## src/verilog/rv_consts.svh

```systemverilog
`ifndef RV_CONSTS_SVH
`define RV_CONSTS_SVH

// ------------------------------------------------------------
// memory geometry
// ------------------------------------------------------------

// data memory depth in 32-bit words (128 KiB)
`define RV_DATA_WORDS 32768

// word index width for address bits 16:2
`define RV_DATA_ADDR_BITS 15

// ------------------------------------------------------------
// reset state
// ------------------------------------------------------------

// first fetch address after reset
`define RV_RESET_PC 32'h0000_0000

`endif
```

## src/verilog/rv_regfile.sv

```systemverilog
`timescale 1ns/1ps

module rv_regfile (
  input  logic        clock,
  input  logic        reset,
  input  logic [4:0]  rs1,
  input  logic [4:0]  rs2,
  output logic [31:0] rs1_data,
  output logic [31:0] rs2_data,
  input  logic        write_enable,
  input  logic [4:0]  rd,
  input  logic [31:0] rd_data
);

  // x0 is hardwired to zero and not stored
  logic [31:0] regs [1:31];

  assign rs1_data = (rs1 == 5'd0) ? 32'd0 : regs[rs1];
  assign rs2_data = (rs2 == 5'd0) ? 32'd0 : regs[rs2];

  always_ff @(posedge clock) begin
    if (reset) begin
      for (int i = 1; i < 32; i++) begin
        regs[i] <= 32'd0;
      end
    end else if (write_enable && rd != 5'd0) begin
      regs[rd] <= rd_data;
    end
  end

endmodule

```

## config.mk

```make
export PLATFORM = sky130hd
export DESIGN_NAME = rv_regfile
export DESIGN_NICKNAME = d
export VERILOG_FILES = /design/src/verilog/rv_consts.svh /design/src/verilog/rv_regfile.sv
export SDC_FILE = /design/constraint.sdc
export NUM_CORES = 2
export LEC_CHECK = 0
export BUFFER_PORTS_ARGS = -buffer_cell sky130_fd_sc_hd__buf_2
export CORE_UTILIZATION = 54
export DETAILED_ROUTE_END_ITERATION = 12
export PLACE_DENSITY_LB_ADDON = 0.1
export SLEW_MARGIN = 40
export SYNTH_ARGS = -nofsm -noshare
export SYNTH_HDL_FRONTEND = slang
export SYNTH_SLANG_ARGS = --single-unit
```

## constraint.sdc

```tcl
create_clock -name clock -period 6.8 [get_ports clock]
set_clock_uncertainty 0.1 [all_clocks]
set_input_delay 1.02 -clock clock [delete_from_list [all_inputs] [get_ports clock]]
set_output_delay 1.02 -clock clock [all_outputs]
set_load 0.005 [all_outputs]
```

==> results by group <==
Pwr
  • Logic gate share of total power: 11.8%
  • Cell Int Power: 11400 uW
  • Clock power share: 38.7%
  • Reg power frac: 49.4%
  • Pwr dens: 254 mW/mm^2
  • Total power: 15200 uW
  • Net Switching: 3760 uW
  • Sw Share: 24.8%
  • Worst vdd ir: 0.215 mV
  • Pleak: 0.0206 uW

Final layout
  • Final net count: 3552
  • Share of cells above drive strength 1: 27.5%
  • Biggest register: regs
  • Biggest regs: regs (1024)
  • Fillers: 7403
  • Area growth, synth to finish: 10.0%
  • Number of flip-flops in the largest register: 1024

STA
  • Slew HR: 32.9%
  • Setup TNS: 0 ns
  • Minimum clock period: 5.20 ns
  • Fmax achieved: 192 MHz
  • Worst-margin pin slew: 0.998 ns
  • Fin crit share: 76.5%
  • Final setup fails: 0
  • Endpoints failing hold: 0
  • RSZ-0062 raised after global routing: no
  • Slew Limit Fails: 0

Routing
  • First drt pass iteration count: 5
  • Vias per cell: 7.00
  • Vias: 34.1k
  • Initial DRC Count: 5022
  • Detail Route Antenna Nets: 0
  • Routed wire per std cell: 36.4 um
  • DRC Markers: 0
  • Final wirelength: 178000 um

Synthesis
  • Dominant cell by count in the synthesized netlist: edfxtp_1
  • Flops & latches, synth: 1024
  • Cell variety after synth: 43
  • Async set or reset register ratio after synthesis: 0%
  • Yosys top cell by area: edfxtp_1
  • EDFF count, synth: 1024
  • Yosys warning count: 0
  • Sequential area share after synthesis: 56.7%
  • Cells after Synth: 3500
  • Avg Inst Size Synth: 15.5 um^2
  • Synth top cells by count: edfxtp_1, and2_1, mux4_2, clkbuf_1, mux2i_1
  • Cell Area, Synth: 0.0542 mm^2
  • Yosys top cell area share: 56.7%
  • Post-synth top flop: edfxtp_1
  • Top cells by area, synth: edfxtp_1, mux4_2, and2_1

CTS
  • Clk Tree Root Cell: clkbuf_16
  • Reg clk slew, reported paths: 0.06 ns
  • Clk buf depth: 3
  • Post-CTS Setup Inserts: 0
  • Cts repair resizes: 0
  • H-tree levels: 3
  • CTS hold repair buffers: 0
  • CTS Sinks: 1024
  • CTS tree: built
  • CTS Buf Count: 108

Floorplan
  • Placeable Area: 0.0990 mm^2
  • Die H: 319 um
  • Die Wd: 319 um
  • Initial Util: 54.8%
  • Die area: 0.102 mm^2
  • IO Pins: 114
  • # rows: 115

Worst setup path
  • Crit path DAT: 4.08 ns
  • CP startpoint kind: primary input
  • WS Path Type: in -> out
  • Crit path from: rs2[2]
  • CP Capture Type: output pin
  • Worst Setup EP: rs2_data[28]
  • Crit Path Max Fanout: 39
  • Worst EP required: 5.68 ns

Hold path
  • Worst min-delay path class: in -> reg

GRT
  • Largest net degree at the start of global routing: 81
  • Total Routing Usage GR: 35.1%
  • Total grt overflow: 0
  • Vias in the first global route: 34.9k
  • First-pass GRT wire length: 252000 um
  • Initial antenna violation count: 16

Place
  • I/O Buffers: 113
  • RD Place Congestion: 0.891
  • Final HPWL DP: 109000 um

Outcome
  • Status: completed

Flow run
  • Max_cap viols: 0
[cells in the final DEF, fill, tap and decap left out, types with 12 or more instances in the layout]
cell type	count
a2111oi_1	40
a21oi_1	12
a22o_1	51
a22oi_1	16
and2_1	994
buf_2	107
buf_4	119
clkbuf_1	18
clkbuf_16	109
clkinv_1	22
clkinv_2	29
conb_1	32
edfxtp_1	1024
mux2_2	30
mux2i_1	150
mux4_2	472
nor2_2	25
nor3_1	53
o22ai_1	103
or2_2	20
or2_4	12
[worst min-delay path by stage]
stage | slack (ns) | startpoint | endpoint | depth (start not counted)
2_1_floorplan | 1.02 | rd_data[0] | regs[0][0] | 0
3_3_place_gp | 1.43 | rd_data[3] | regs[0][3] | 1
3_5_place_dp | 1.44 | rd_data[5] | regs[0][5] | 1
4_1_cts | 0.71 | rd_data[3] | regs[0][3] | 1
5_1_grt | 0.74 | rd_data[3] | regs[0][3] | 1
6_report | 0.75 | rd_data[6] | regs[0][6] | 1
[routing by layer]
metal	track usage [%]	wire [um]	up-vias
met1	46.6	65700	17754
met5	0	95	-
li1	-	-	13559
met4	18.0	10200	14
met3	7.16	18700	474
met2	55.2	83000	2340
[cells by family after synthesis]
family	synth area share (%)
AOI/OAI and AO/OA	3.65
buffers and inverters	3.31
DFF	56.7
muxes	23.0
other	0.00692
and+or+nand+nor	13.3
[power by group through the flow]
stage          registers, uW  clock network (uW)  logic, uW
6_report                7490                5870       1790
3_3_place_gp            7580                   0       1730
5_1_grt                 7520                6130       1850
2_1_floorplan           7520                   0       1120
4_1_cts                 7480                5890       1770
3_5_place_dp            7610                   0       1760
[layout make-up]
type / instances / area [um^2] / area share, %
sequential: 1024 / 30700 / 51.6
multi-input combinational: 2121 / 22000 / 36.9
clock buffer: 127 / 2800 / 4.69
timing repair buffer: 245 / 1810 / 3.03
tap: 1287 / 1610 / 2.70
clock inverter: 71 / 643 / 1.08
inverter: 2 / 7.51 / 0.0126
antenna: 3 / 7.51 / 0.0126
[critical path, stage by stage]
cell and delay, ns:
buf_6 0.27, buf_4 0.63, buf_4 0.45, mux4_2 0.35, a22o_1 0.25, a2111oi_1 0.71
nor3_1 0.13, buf_2 0.17
[metrics by stage]
step                      setup slack (ns)  instance area [um^2]  instances  util (%)  hold slack (ns)
after global routing                  1.56                 59600       4877      60.2            0.744
after detailed placement              1.66                 56100       4676      56.7             1.44
after floorplan                       3.03                 54300       3531         -             1.02
final                                 1.60                 59600       4880      60.3            0.749
after global placement                1.45                 56000       4674      56.6             1.43
after CTS                             1.64                 59600       4874      60.2            0.713
No activity file was read; power rests on OpenSTA's default activity.
