`src/verilog/rv_consts.svh`:
```
`ifndef RV_CONSTS_SVH
`define RV_CONSTS_SVH

// ------------------------------------------------------------
// memory geometry
// ------------------------------------------------------------

// data memory depth in 32-bit words (128 KiB)
`define RV_DATA_WORDS 32768

// word index width for address bits 16:2
`define RV_DATA_ADDR_BITS 15

// ------------------------------------------------------------
// reset state
// ------------------------------------------------------------

// first fetch address after reset
`define RV_RESET_PC 32'h0000_0000

`endif
```
`src/verilog/rv_pkg.sv`:
```
package rv_pkg;

  // major opcodes in instruction bits 6:0
  typedef enum logic [6:0] {
    op_load   = 7'h03,
    op_alui   = 7'h13,
    op_auipc  = 7'h17,
    op_store  = 7'h23,
    op_alu    = 7'h33,
    op_lui    = 7'h37,
    op_branch = 7'h63,
    op_jalr   = 7'h67,
    op_jal    = 7'h6f
  } opcode_t;

  typedef enum logic [3:0] {
    alu_add,
    alu_sub,
    alu_sll,
    alu_slt,
    alu_sltu,
    alu_xor,
    alu_srl,
    alu_sra,
    alu_or,
    alu_and
  } alu_op_t;

  // funct3 encodings for loads and stores
  typedef enum logic [2:0] {
    width_byte   = 3'b000,
    width_half   = 3'b001,
    width_word   = 3'b010,
    width_byte_u = 3'b100,
    width_half_u = 3'b101
  } mem_width_t;

endpackage

```
`src/verilog/rv_alu.sv`:
```
`timescale 1ns/1ps

module rv_alu (
  input  rv_pkg::alu_op_t alu_op,
  input  logic [31:0]     a,
  input  logic [31:0]     b,
  output logic [31:0]     result
);

  logic [4:0] shamt;

  // shift amount is the low five bits of b
  assign shamt = b[4:0];

  always_comb begin
    case (alu_op)
      rv_pkg::alu_add:  result = a + b;
      rv_pkg::alu_sub:  result = a - b;
      rv_pkg::alu_sll:  result = a << shamt;
      rv_pkg::alu_slt:  result = {31'd0, $signed(a) < $signed(b)};
      rv_pkg::alu_sltu: result = {31'd0, a < b};
      rv_pkg::alu_xor:  result = a ^ b;
      rv_pkg::alu_srl:  result = a >> shamt;
      rv_pkg::alu_sra:  result = $unsigned($signed(a) >>> shamt);
      rv_pkg::alu_or:   result = a | b;
      rv_pkg::alu_and:  result = a & b;
      default:          result = 32'd0;
    endcase
  end

endmodule

```
`config.mk`:
```
export PLATFORM = sky130hd
export DESIGN_NAME = rv_alu
export DESIGN_NICKNAME = d
export VERILOG_FILES = /design/src/verilog/rv_consts.svh /design/src/verilog/rv_pkg.sv /design/src/verilog/rv_alu.sv
export SDC_FILE = /design/constraint.sdc
export NUM_CORES = 1
export LEC_CHECK = 0
export ABC_CLOCK_PERIOD_IN_PS = 6100
export BUFFER_PORTS_ARGS = -buffer_cell sky130_fd_sc_hd__buf_2
export CORE_AREA = 2 2 173 124
export DETAILED_ROUTE_END_ITERATION = 8
export DIE_AREA = 0 0 175 126
export SLEW_MARGIN = 20
export SYNTH_ARGS = -nofsm -noshare
export SYNTH_HDL_FRONTEND = slang
export SYNTH_SLANG_ARGS = --single-unit
export TNS_END_PERCENT = 20
```
`constraint.sdc`:
```
create_clock -name vclk -period 6.1
set_clock_uncertainty 0.15 [all_clocks]
set_input_delay 1.22 -clock vclk [all_inputs]
set_output_delay 1.22 -clock vclk [all_outputs]
set_load 0.05 [all_outputs]
```
==> impl_results.md <==
* Compound-cell area share of the yosys netlist at 40.0%
* Layout area overhead at 10.0%
* Vias in the first global route at 9201
* Hold Path Depth at 5
* Critical-path maximum fanout at 10
* Initial Utilization at 39.5%
* First-pass GRT wire length at 56.4 mm
* Register area at 0 um^2
* Simple-Gate Fraction of Synth Area at 23.0%
* Unrepaired setup endpoints after global routing: yes
* Vias at 10500
* Minimum clock period at 6.04 ns
* Avg Cell Area, Syn at 6.27 um^2
* Adder-Cell Fraction of Synth Area at 15.9%
* Final Non-Filler Cells at 1606
* GR Overflow Total at 0
* Row count at 44
* Leakage at 0.00406 uW
* Peak supply drop at 0.0654 mV
* Total track usage at 32.9%
* Fmax at 166 MHz
* IO Port Bufs at 100
* Placed insts at 1605
* Avg WL per Cell at 23.8 um
* Clkbuf count at 0
* Synth Warn # at 0
* Gate count of the mapped netlist at 1287
* Worst slew pin tran at 0.897 ns
* CP Launch Type: input port
* Core area at 20400 um^2
* Multi-input logic area at 7370 um^2
* DRC Markers at 0
* Num ports at 100
* Final wirelength at 38.3 mm
* Finish-stage setup viols at 0
* Via/cell ratio at 6.55
* NumNets Final at 1500
* CP Capture Type: primary output
* Data arrival, critical path at 4.67 ns
* Post-Synth XOR/XNOR Area at 2.06%
* Slew Limit Headroom at 40.2%
* Pwr Density at 108 nW/um^2
* Die Y at 126 um
* Detailed router's first-iteration violation count at 1733
* Sequential cells at 0
* Placer Congestion at 1.07
* Final worst path period share at 99.0%
* Final hold vios at 0
* Netlist Area Pre-Place at 8060 um^2
* WS Path Type: input port to primary output
* Util after Layout at 43.4%
* First drt pass iteration count at 9
* Largest family of logic cells by synthesized area: compound AO/OA/AOI/OAI gates
* Fin. max-slew vios at 0
* # fillers at 2192
* Multiplexer area fraction after synthesis at 9.64%
* Hold Path Class: input port to primary output
* Yosys cell types at 78
* Synth Net Count at 1456
* Outcome: finished, final reports clean
* Layout cells sized above 1 at 14.1%
* Post-DP HPWL at 30.4 mm
* Largest net degree at the start of global routing at 71
* Post-CTS setup buffers at 0
* Seq/Total Area, Yosys at 0%
* Max cap viols at 0
* Worst endpoint required time at 4.73 ns
* Die Wd at 175 um
* Setup TNS Final at 0 ns
* Post-DRT Antenna Nets at 0
* Initial antenna violation count at 2
* Die Footprint at 22100 um^2
synthesized netlist by cell type, types with 14 or more instances:
cell / instances / area (um^2)
nor2_1: 184 / 691
a221oi_1: 19 / 166
a21oi_1: 129 / 646
buf_1: 17 / 63.8
o21ai_0: 133 / 666
inv_1: 89 / 334
a21o_1: 24 / 180
mux2i_1: 54 / 541
o211ai_1: 27 / 203
ha_1: 99 / 1240
nand2b_1: 14 / 87.6
clkbuf_1: 59 / 221
nand2_1: 104 / 390
nor3_1: 27 / 135
xnor2_1: 16 / 140
a211oi_1: 22 / 165
buf_2: 20 / 100
a31oi_1: 22 / 138
nand3_1: 25 / 125
per-layer routing:
| metal | track usage (%) | vias up | wire, um |
|---|---|---|---|
| met4 | 8.38 | 0 | 1150 |
| met3 | 9.03 | 69 | 5920 |
| met1 | 49.9 | 4878 | 16500 |
| met5 | 0 | - | 0 |
| met2 | 44.8 | 790 | 14700 |
| li1 | - | 4777 | - |
worst paths after layout:
path / from / to / slack (ns)
setup / recovery: a[8] / result[27] / 0.06
hold / removal: b[5] / result[5] / 2.96
power by group:
| group | switching [uW] | leakage (uW) | internal (uW) |
|---|---|---|---|
| combinational | 657 | 0.00406 | 304 |
| sequential | 0 | 0 | 0 |
| clock | 0 | 0.00000000656 | 0.00000694 |
| total | 657 | 0.00406 | 304 |
logic make-up (layout without fill, tap and decap cells):
group / Yosys count / after routing
AOI/OAI and AO/OA: 492 / 492
and+or+nand+nor: 415 / 415
buffers and inverters: 190 / 232
adders and majority gates: 101 / 101
muxes: 70 / 70
xor gates and xnor gates: 19 / 19
other: 0 / 1
cell usage in the layout, fill, tap and decap left out, types with 12 or more instances in the layout:
master,n
nor2b_1,12
nand2b_1,14
ha_1,99
nand3_1,25
inv_1,88
nand2_1,104
o221ai_1,13
o211ai_1,27
xnor2_1,16
a221oi_1,19
a211o_1,13
a31oi_1,21
o21ai_0,131
buf_2,99
mux2i_1,54
nor2_1,183
a21o_1,24
a211oi_1,21
a21oi_1,129
buf_4,43
nor3_1,27
worst max-delay path: stages:
cell      delay [ns]
buf_2           0.18
inv_1           0.08
ha_1            0.46
nor3_4          0.19
nand2_2         0.14
a311oi_4        0.42
nor3_2          0.11
o41ai_2         0.41
a31oi_1         0.19
o221a_1         0.31
o221ai_2        0.23
xnor2_1         0.14
a221o_1         0.35
buf_2           0.22
metrics by stage:
stage	worst slack [ns]	power (uW)	area [um^2]	hold WS, ns
3_5_place_dp	0.179	914	8830	2.97
4_1_cts	0.159	918	8830	2.97
2_1_floorplan	0.0104	647	8120	2.80
3_3_place_gp	0.188	914	8830	2.94
5_1_grt	-0.0628	1020	8870	2.98
6_report	0.0582	960	8870	2.96
repair_timing:
item / in CTS / in global routing
setup endpoints to repair: 0 / 9
hold buffers: 0 / 0
gates resized for setup: 0 / 7
final cells by class:
type / instances / share of cell area (%)
Antenna cell: 1 / 0.0282
Tap cell: 276 / 3.89
Multi-Input combinational cell: 1097 / 83.0
Timing Repair Buffer: 142 / 9.22
Inverter: 90 / 3.81
Power figures use the tool's default switching activity.
