File: src/verilog/rv_consts.svh
`ifndef RV_CONSTS_SVH
`define RV_CONSTS_SVH

// ------------------------------------------------------------
// memory geometry
// ------------------------------------------------------------

// data memory depth in 32-bit words (128 KiB)
`define RV_DATA_WORDS 32768

// word index width for address bits 16:2
`define RV_DATA_ADDR_BITS 15

// ------------------------------------------------------------
// reset state
// ------------------------------------------------------------

// first fetch address after reset
`define RV_RESET_PC 32'h0000_0000

`endif
File: src/verilog/rv_pkg.sv
package rv_pkg;

  // major opcodes in instruction bits 6:0
  typedef enum logic [6:0] {
    op_load   = 7'h03,
    op_alui   = 7'h13,
    op_auipc  = 7'h17,
    op_store  = 7'h23,
    op_alu    = 7'h33,
    op_lui    = 7'h37,
    op_branch = 7'h63,
    op_jalr   = 7'h67,
    op_jal    = 7'h6f
  } opcode_t;

  typedef enum logic [3:0] {
    alu_add,
    alu_sub,
    alu_sll,
    alu_slt,
    alu_sltu,
    alu_xor,
    alu_srl,
    alu_sra,
    alu_or,
    alu_and
  } alu_op_t;

  // funct3 encodings for loads and stores
  typedef enum logic [2:0] {
    width_byte   = 3'b000,
    width_half   = 3'b001,
    width_word   = 3'b010,
    width_byte_u = 3'b100,
    width_half_u = 3'b101
  } mem_width_t;

endpackage

File: src/verilog/rv_decode.sv
`timescale 1ns/1ps

module rv_decode (
  input  logic [31:0]       inst_data,
  output rv_pkg::opcode_t   opcode,
  output logic [4:0]        rd,
  output logic [4:0]        rs1,
  output logic [4:0]        rs2,
  output logic [2:0]        funct3,
  output logic [31:0]       imm,
  output rv_pkg::alu_op_t   alu_op
);

  logic [31:0] imm_i;
  logic [31:0] imm_s;
  logic [31:0] imm_b;
  logic [31:0] imm_j;
  logic [31:0] imm_u;
  logic        funct7_bit5;

  // ------------------------------------------------------------
  // fields
  // ------------------------------------------------------------
  assign opcode      = rv_pkg::opcode_t'(inst_data[6:0]);
  assign rd          = inst_data[11:7];
  assign funct3      = inst_data[14:12];
  assign rs1         = inst_data[19:15];
  assign rs2         = inst_data[24:20];
  assign funct7_bit5 = inst_data[30];

  // immediate formats sign-extended from bit 31
  assign imm_i = {{20{inst_data[31]}}, inst_data[31:20]};
  assign imm_s = {{20{inst_data[31]}}, inst_data[31:25], inst_data[11:7]};
  assign imm_b = {{19{inst_data[31]}}, inst_data[31], inst_data[7],
                  inst_data[30:25], inst_data[11:8], 1'b0};
  assign imm_j = {{11{inst_data[31]}}, inst_data[31], inst_data[19:12],
                  inst_data[20], inst_data[30:21], 1'b0};
  assign imm_u = {inst_data[31:12], 12'd0};

  always_comb begin
    case (opcode)
      rv_pkg::op_alui,
      rv_pkg::op_load,
      rv_pkg::op_jalr:   imm = imm_i;
      rv_pkg::op_store:  imm = imm_s;
      rv_pkg::op_branch: imm = imm_b;
      rv_pkg::op_jal:    imm = imm_j;
      rv_pkg::op_lui,
      rv_pkg::op_auipc:  imm = imm_u;
      default:           imm = 32'd0;
    endcase
  end

  // ------------------------------------------------------------
  // alu operation
  // ------------------------------------------------------------
  always_comb begin
    alu_op = rv_pkg::alu_add;
    if (opcode == rv_pkg::op_alu || opcode == rv_pkg::op_alui) begin
      case (funct3)
        // sub only exists in the register form
        3'd0: alu_op = (opcode == rv_pkg::op_alu && funct7_bit5) ?
                       rv_pkg::alu_sub : rv_pkg::alu_add;
        3'd1: alu_op = rv_pkg::alu_sll;
        3'd2: alu_op = rv_pkg::alu_slt;
        3'd3: alu_op = rv_pkg::alu_sltu;
        3'd4: alu_op = rv_pkg::alu_xor;
        3'd5: alu_op = funct7_bit5 ? rv_pkg::alu_sra : rv_pkg::alu_srl;
        3'd6: alu_op = rv_pkg::alu_or;
        default: alu_op = rv_pkg::alu_and;
      endcase
    end
  end

endmodule

File: config.mk
export PLATFORM = sky130hd
export DESIGN_NAME = rv_decode
export DESIGN_NICKNAME = d
export VERILOG_FILES = /design/src/verilog/rv_consts.svh /design/src/verilog/rv_pkg.sv /design/src/verilog/rv_decode.sv
export SDC_FILE = /design/constraint.sdc
export NUM_CORES = 1
export LEC_CHECK = 0
export ABC_AREA = 1
export BUFFER_PORTS_ARGS = -buffer_cell sky130_fd_sc_hd__buf_2
export CELL_PAD_IN_SITES_DETAIL_PLACEMENT = 1
export CELL_PAD_IN_SITES_GLOBAL_PLACEMENT = 2
export CORE_UTILIZATION = 16
export DETAILED_ROUTE_END_ITERATION = 10
export PLACE_DENSITY_LB_ADDON = 0.25
export SETUP_SLACK_MARGIN = 0.05
export SYNTH_ARGS = -nofsm -noshare
export SYNTH_HDL_FRONTEND = slang
export SYNTH_SLANG_ARGS = --single-unit
File: constraint.sdc
create_clock -name vclk -period 1.1
set_clock_uncertainty 0.1 [all_clocks]
set_input_delay 0.11 -clock vclk [all_inputs]
set_output_delay 0.11 -clock vclk [all_outputs]
set_load 0.01 [all_outputs]
==> metrics, run 1 <==
most common cell in the netlist=nand2_1; RSZ-0062 raised after global routing=yes; hold path depth=2; Worst Path Required=0.89 ns; I/O pin count=93; Tightest Pin Transition=0.217 ns; synthesized area=1040 sq um; WHS Endpoint=opcode[4]; Warnings, synthesis=0; Core Footprint=6310 sq um; VDD IR max=0.0740 mV; Max Slew Vio Count=0; All-Layer GR Usage=0.128; final worst slack=-0.219 ns; Top delay family on crit path=simple AND/OR/NAND/NOR gates; Rows=29; DR vias=1598; Post-Syn Area per Cell=4.78 sq um; largest net degree at the start of global routing=13; Final period util=1.20; GRT busiest layer=met2; DRC violations left=0; RePlAce Congestion=0.713; static leakage=1.23 nW; routing usage on met2=0.246; total congestion overflow=0; Peak Freq=758 MHz; final-report setup violation count=36; grt met3 use=0.00220; met1 Usage GRT=0.166; max-cap viol count=0; initial antenna violation count=0; Via-to-Cell Ratio=4.25; crit path launch type=primary input; Layout Utilization=0.324; Post-Syn Nets=250; PwrDens=233 nW/um^2; critical path's most frequent cell=nand2_4; CP bufs+invs=4; Commonest cells post-synth=65 x nand2_1, 39 x nand3_1, 31 x nor2_1, 26 x buf_4, 26 x inv_1; WS Path Type=primary input to output pin; Worst path slowest cell=nor2_4; CP Cell Sequence=buf_8, inv_4, nand2_4, nor2_4, nand2_2, nand2_4, nand2_8, clkbuf_16, nand2_4, buf_6; average wire per standard cell=12.1 microns; die area=6840 sq um; First-pass DRT Iterations=4; Starting Density=0.165; sequential standard cell area=0 sq um; post-synthesis sequential area ratio=0; Nets=333; Fin. Hold Viols=0; Die X=82.7 microns; fin crit period=1.32 ns; synth top area cells=nand2_1 23%, nand3_1 19%, buf_4 19%; outcome=finished with violations; failing checks=setup timing; hold path start=inst_data[4]; seq_cells=0; area grow syn2layout=96.4%; area leader, netlist=nand2_1; WL final=4.54 mm; DP HPWL=3.48 mm; library cells used by synthesis=20; crit-path max cell delay=0.17 ns; post-synthesis cell count=218; Yosys top cell area share=0.234; WP data arrival=1.11 ns; Setup crit end kind=output pin; ANT nets after route=0; worst hold path class=primary input to output pin; I/O Buffers=93; share of layout cells above drive strength 1=0.582; Filler cells=855; initial DRC count=19; Total Power=0.476 mW; ant diodes=0; first-pass GRT wire length=6.94 mm; vias in the first global route=1445; die height=82.7 microns; clock buffer count=0; worst relative slew slack=0.855; crit-path max FO=6
==> placed cells by master (no fill, tap or decap), drive strengths merged <==
master	Yosys	layout
buf	36	117
a21oi	2	2
o21ai	6	6
nand3	40	40
nand3b	1	1
nand2	68	68
nand4	1	1
nor3	1	1
clkbuf	1	1
o21a	1	1
nor2	34	34
inv	27	27
==> area by class of cell <==
class / count / area (sq um) / share of cell area
inverter: 27 / 109 / 0.0532
timing repair buffer: 118 / 908 / 0.444
tap: 77 / 96.3 / 0.0471
multi-input combinational: 154 / 933 / 0.456
==> through the flow <==
step	area, sq um	cells	setup WS [ns]	hold WS (ns)	setup TNS (ns)
finish	2050	376	-0.219	0.317	-6.04
global route	2050	376	-0.282	0.328	-8.75
CTS	1770	374	-0.230	0.313	-6.57
detailed placement	1590	372	-0.285	0.322	-8.43
global placement	1590	372	-0.266	0.320	-8.24
floorplan	1090	218	0.0340	0.207	0
==> metal layers <==
layer / up-vias / routed length, microns
met3: 0 / 188
met1: 740 / 1990
met5: - / 0
met2: 47 / 2370
li1: 811 / -
met4: 0 / 0
==> logic make-up (layout without fill, tap and decap cells) <==
| kind of cell | after synthesis | after routing | share of synthesized area |
|---|---|---|---|
| AO/OA/AOI/OAI | 9 | 9 | 0.0456 |
| buffers and inverters | 64 | 145 | 0.348 |
| AND/OR/NAND/NOR | 145 | 145 | 0.606 |
==> where the power goes <==
| group | internal (mW) | switching, mW |
|---|---|---|
| clock network | 0 | 0 |
| registers | 0 | 0 |
| logic | 0.220 | 0.257 |
==> worst max path at each step <==
stage                     slack [ns]          from       to  cells after the start
after global routing           -0.28  inst_data[4]  imm[26]                     10
final                          -0.22  inst_data[4]  imm[26]                     10
after floorplan                 0.03  inst_data[4]  imm[11]                      8
after global placement         -0.27  inst_data[6]  imm[24]                      9
after detailed placement       -0.29  inst_data[2]  imm[11]                      8
after CTS                      -0.23  inst_data[4]  imm[31]                     10
==> what timing repair did <==
item	in CTS	in global routing
setup buffers	2	1
hold buffers	0	0
cloned	1	1
resized for setup	40	62
pin swaps	7	24
endpoints found under the setup margin	36	36
(Power assumes the default switching activity.)
==> run 2, diff against run 1 <==
--- a/config.mk
+++ b/config.mk
@@ -16,3 +16,4 @@
 export SYNTH_ARGS = -nofsm -noshare
 export SYNTH_HDL_FRONTEND = slang
 export SYNTH_SLANG_ARGS = --single-unit
+export TNS_END_PERCENT = 30
==> metrics, run 2 (synthesized netlist as in run 1, its figures left out) <==
commonest non-fill, non-tap cell in the layout=buf_2; Tightest Pin Transition=0.208 ns; worst hold path class=primary input to output pin; initial antenna violation count=0; ant diodes=0; VDD IR max=0.0800 mV; clock buffer count=0; CP bufs+invs=3; DP Area=1520 sq um; final-report setup violation count=36; area of the multi-input gates=875 sq um; Total Power=0.469 mW; area grow syn2layout=95.6%; RSZ-0062 raised after global routing=yes; RePlAce Congestion=0.702; most frequent cells in the layout=73 x buf_2, 43 x nand2_1, 37 x nand3_1, 24 x buf_6, 22 x inv_1; Die X=82.7 microns; seq_cells=0; failing checks=setup timing; CP Cell Sequence=buf_8, nor2_4, nand4_1, nand2_4, nand2_8, clkbuf_16, nand2_1, buf_2; die area=6840 sq um; sequential share of power=0; Max Slew Vio Count=0; Starting Density=0.165; crit path launch type=primary input; largest net degree at the start of global routing=21; placed cell count=370; fin crit period=1.32 ns; switching fraction of total power=0.537; Peak Freq=757 MHz; crit-path max FO=5; proportion of power drawn by combinational gates=1.000; WP data arrival=1.11 ns; DP Worst Slack=-0.291 ns; Final Instance Area=2040 sq um; ANT nets after route=0; WL final=4.70 mm; Worst path slowest cell=nand4_1; hold path depth=2; Top delay family on crit path=simple AND/OR/NAND/NOR gates; total net switching power=0.252 mW; static leakage=1.27 nW; DR vias=1630; Rows=29; outcome=finished with violations; fin cells=383; Final period util=1.20; final worst slack=-0.221 ns; first-pass GRT wire length=6.93 mm; share of layout cells above drive strength 1=0.582; Worst Path Required=0.89 ns; worst relative slew slack=0.861; All-Layer GR Usage=0.126; First-pass DRT Iterations=4; WS Path Type=primary input to output pin; I/O pin count=93; Core Footprint=6310 sq um; Via-to-Cell Ratio=4.26; Filler cells=849; sequential standard cell area=0 sq um; total congestion overflow=0; Fin. Hold Viols=0; max-cap viol count=0; I/O Buffers=93; DRC violations left=0; final hold slack=0.318 ns; die height=82.7 microns; PwrDens=230 nW/um^2; crit-path max cell delay=0.18 ns; average wire per standard cell=12.3 microns; Levels on crit path=8; vias in the first global route=1465; DP HPWL=3.46 mm; clock share of power=0; Internal=0.217 mW; Nets=340; Setup crit end kind=output pin; initial DRC count=29
run 2: layer usage:
layer | up-vias | wire (microns) | track usage
met5 | - | 0 | 0
met4 | 0 | 0 | 0.00172
met3 | 0 | 190 | 0.00330
met2 | 47 | 2450 | 0.250
met1 | 758 | 2060 | 0.158
li1 | 825 | - | -
run 2: power groups by stage:
stage / Sequential (mW) / Clock [mW] / Combinational, mW
after floorplan: 0 / 0 / 0.215
after global placement: 0 / 0 / 0.361
after detailed placement: 0 / 0 / 0.365
after CTS: 0 / 0 / 0.417
after global routing: 0 / 0 / 0.514
final: 0 / 0 / 0.469
run 2: repair_timing:
action	4_1_cts	5_1_grt
gates cloned	2	6
gates resized for setup	46	56
endpoints found under the setup margin	36	36
pin swaps	8	16
hold buffers	0	0
setup buffers	5	1
run 2: metrics by stage:
step / util / TNS (ns)
after floorplan: - / 0
after CTS: 0.278 / -7.12
after detailed placement: 0.241 / -8.97
final: 0.323 / -6.70
after global placement: 0.241 / -8.38
after global routing: 0.323 / -8.94
run 2: final cells by class:
type | count | area share
inverters | 27 | 0.0534
multi-input cells | 154 | 0.429
well taps | 77 | 0.0473
repair buffers | 125 | 0.470
run 2: path summary, 6_finish.rpt:
path	start	to	slack [ns]
hold / removal	inst_data[4]	opcode[4]	0.32
setup / recovery	inst_data[2]	imm[27]	-0.22
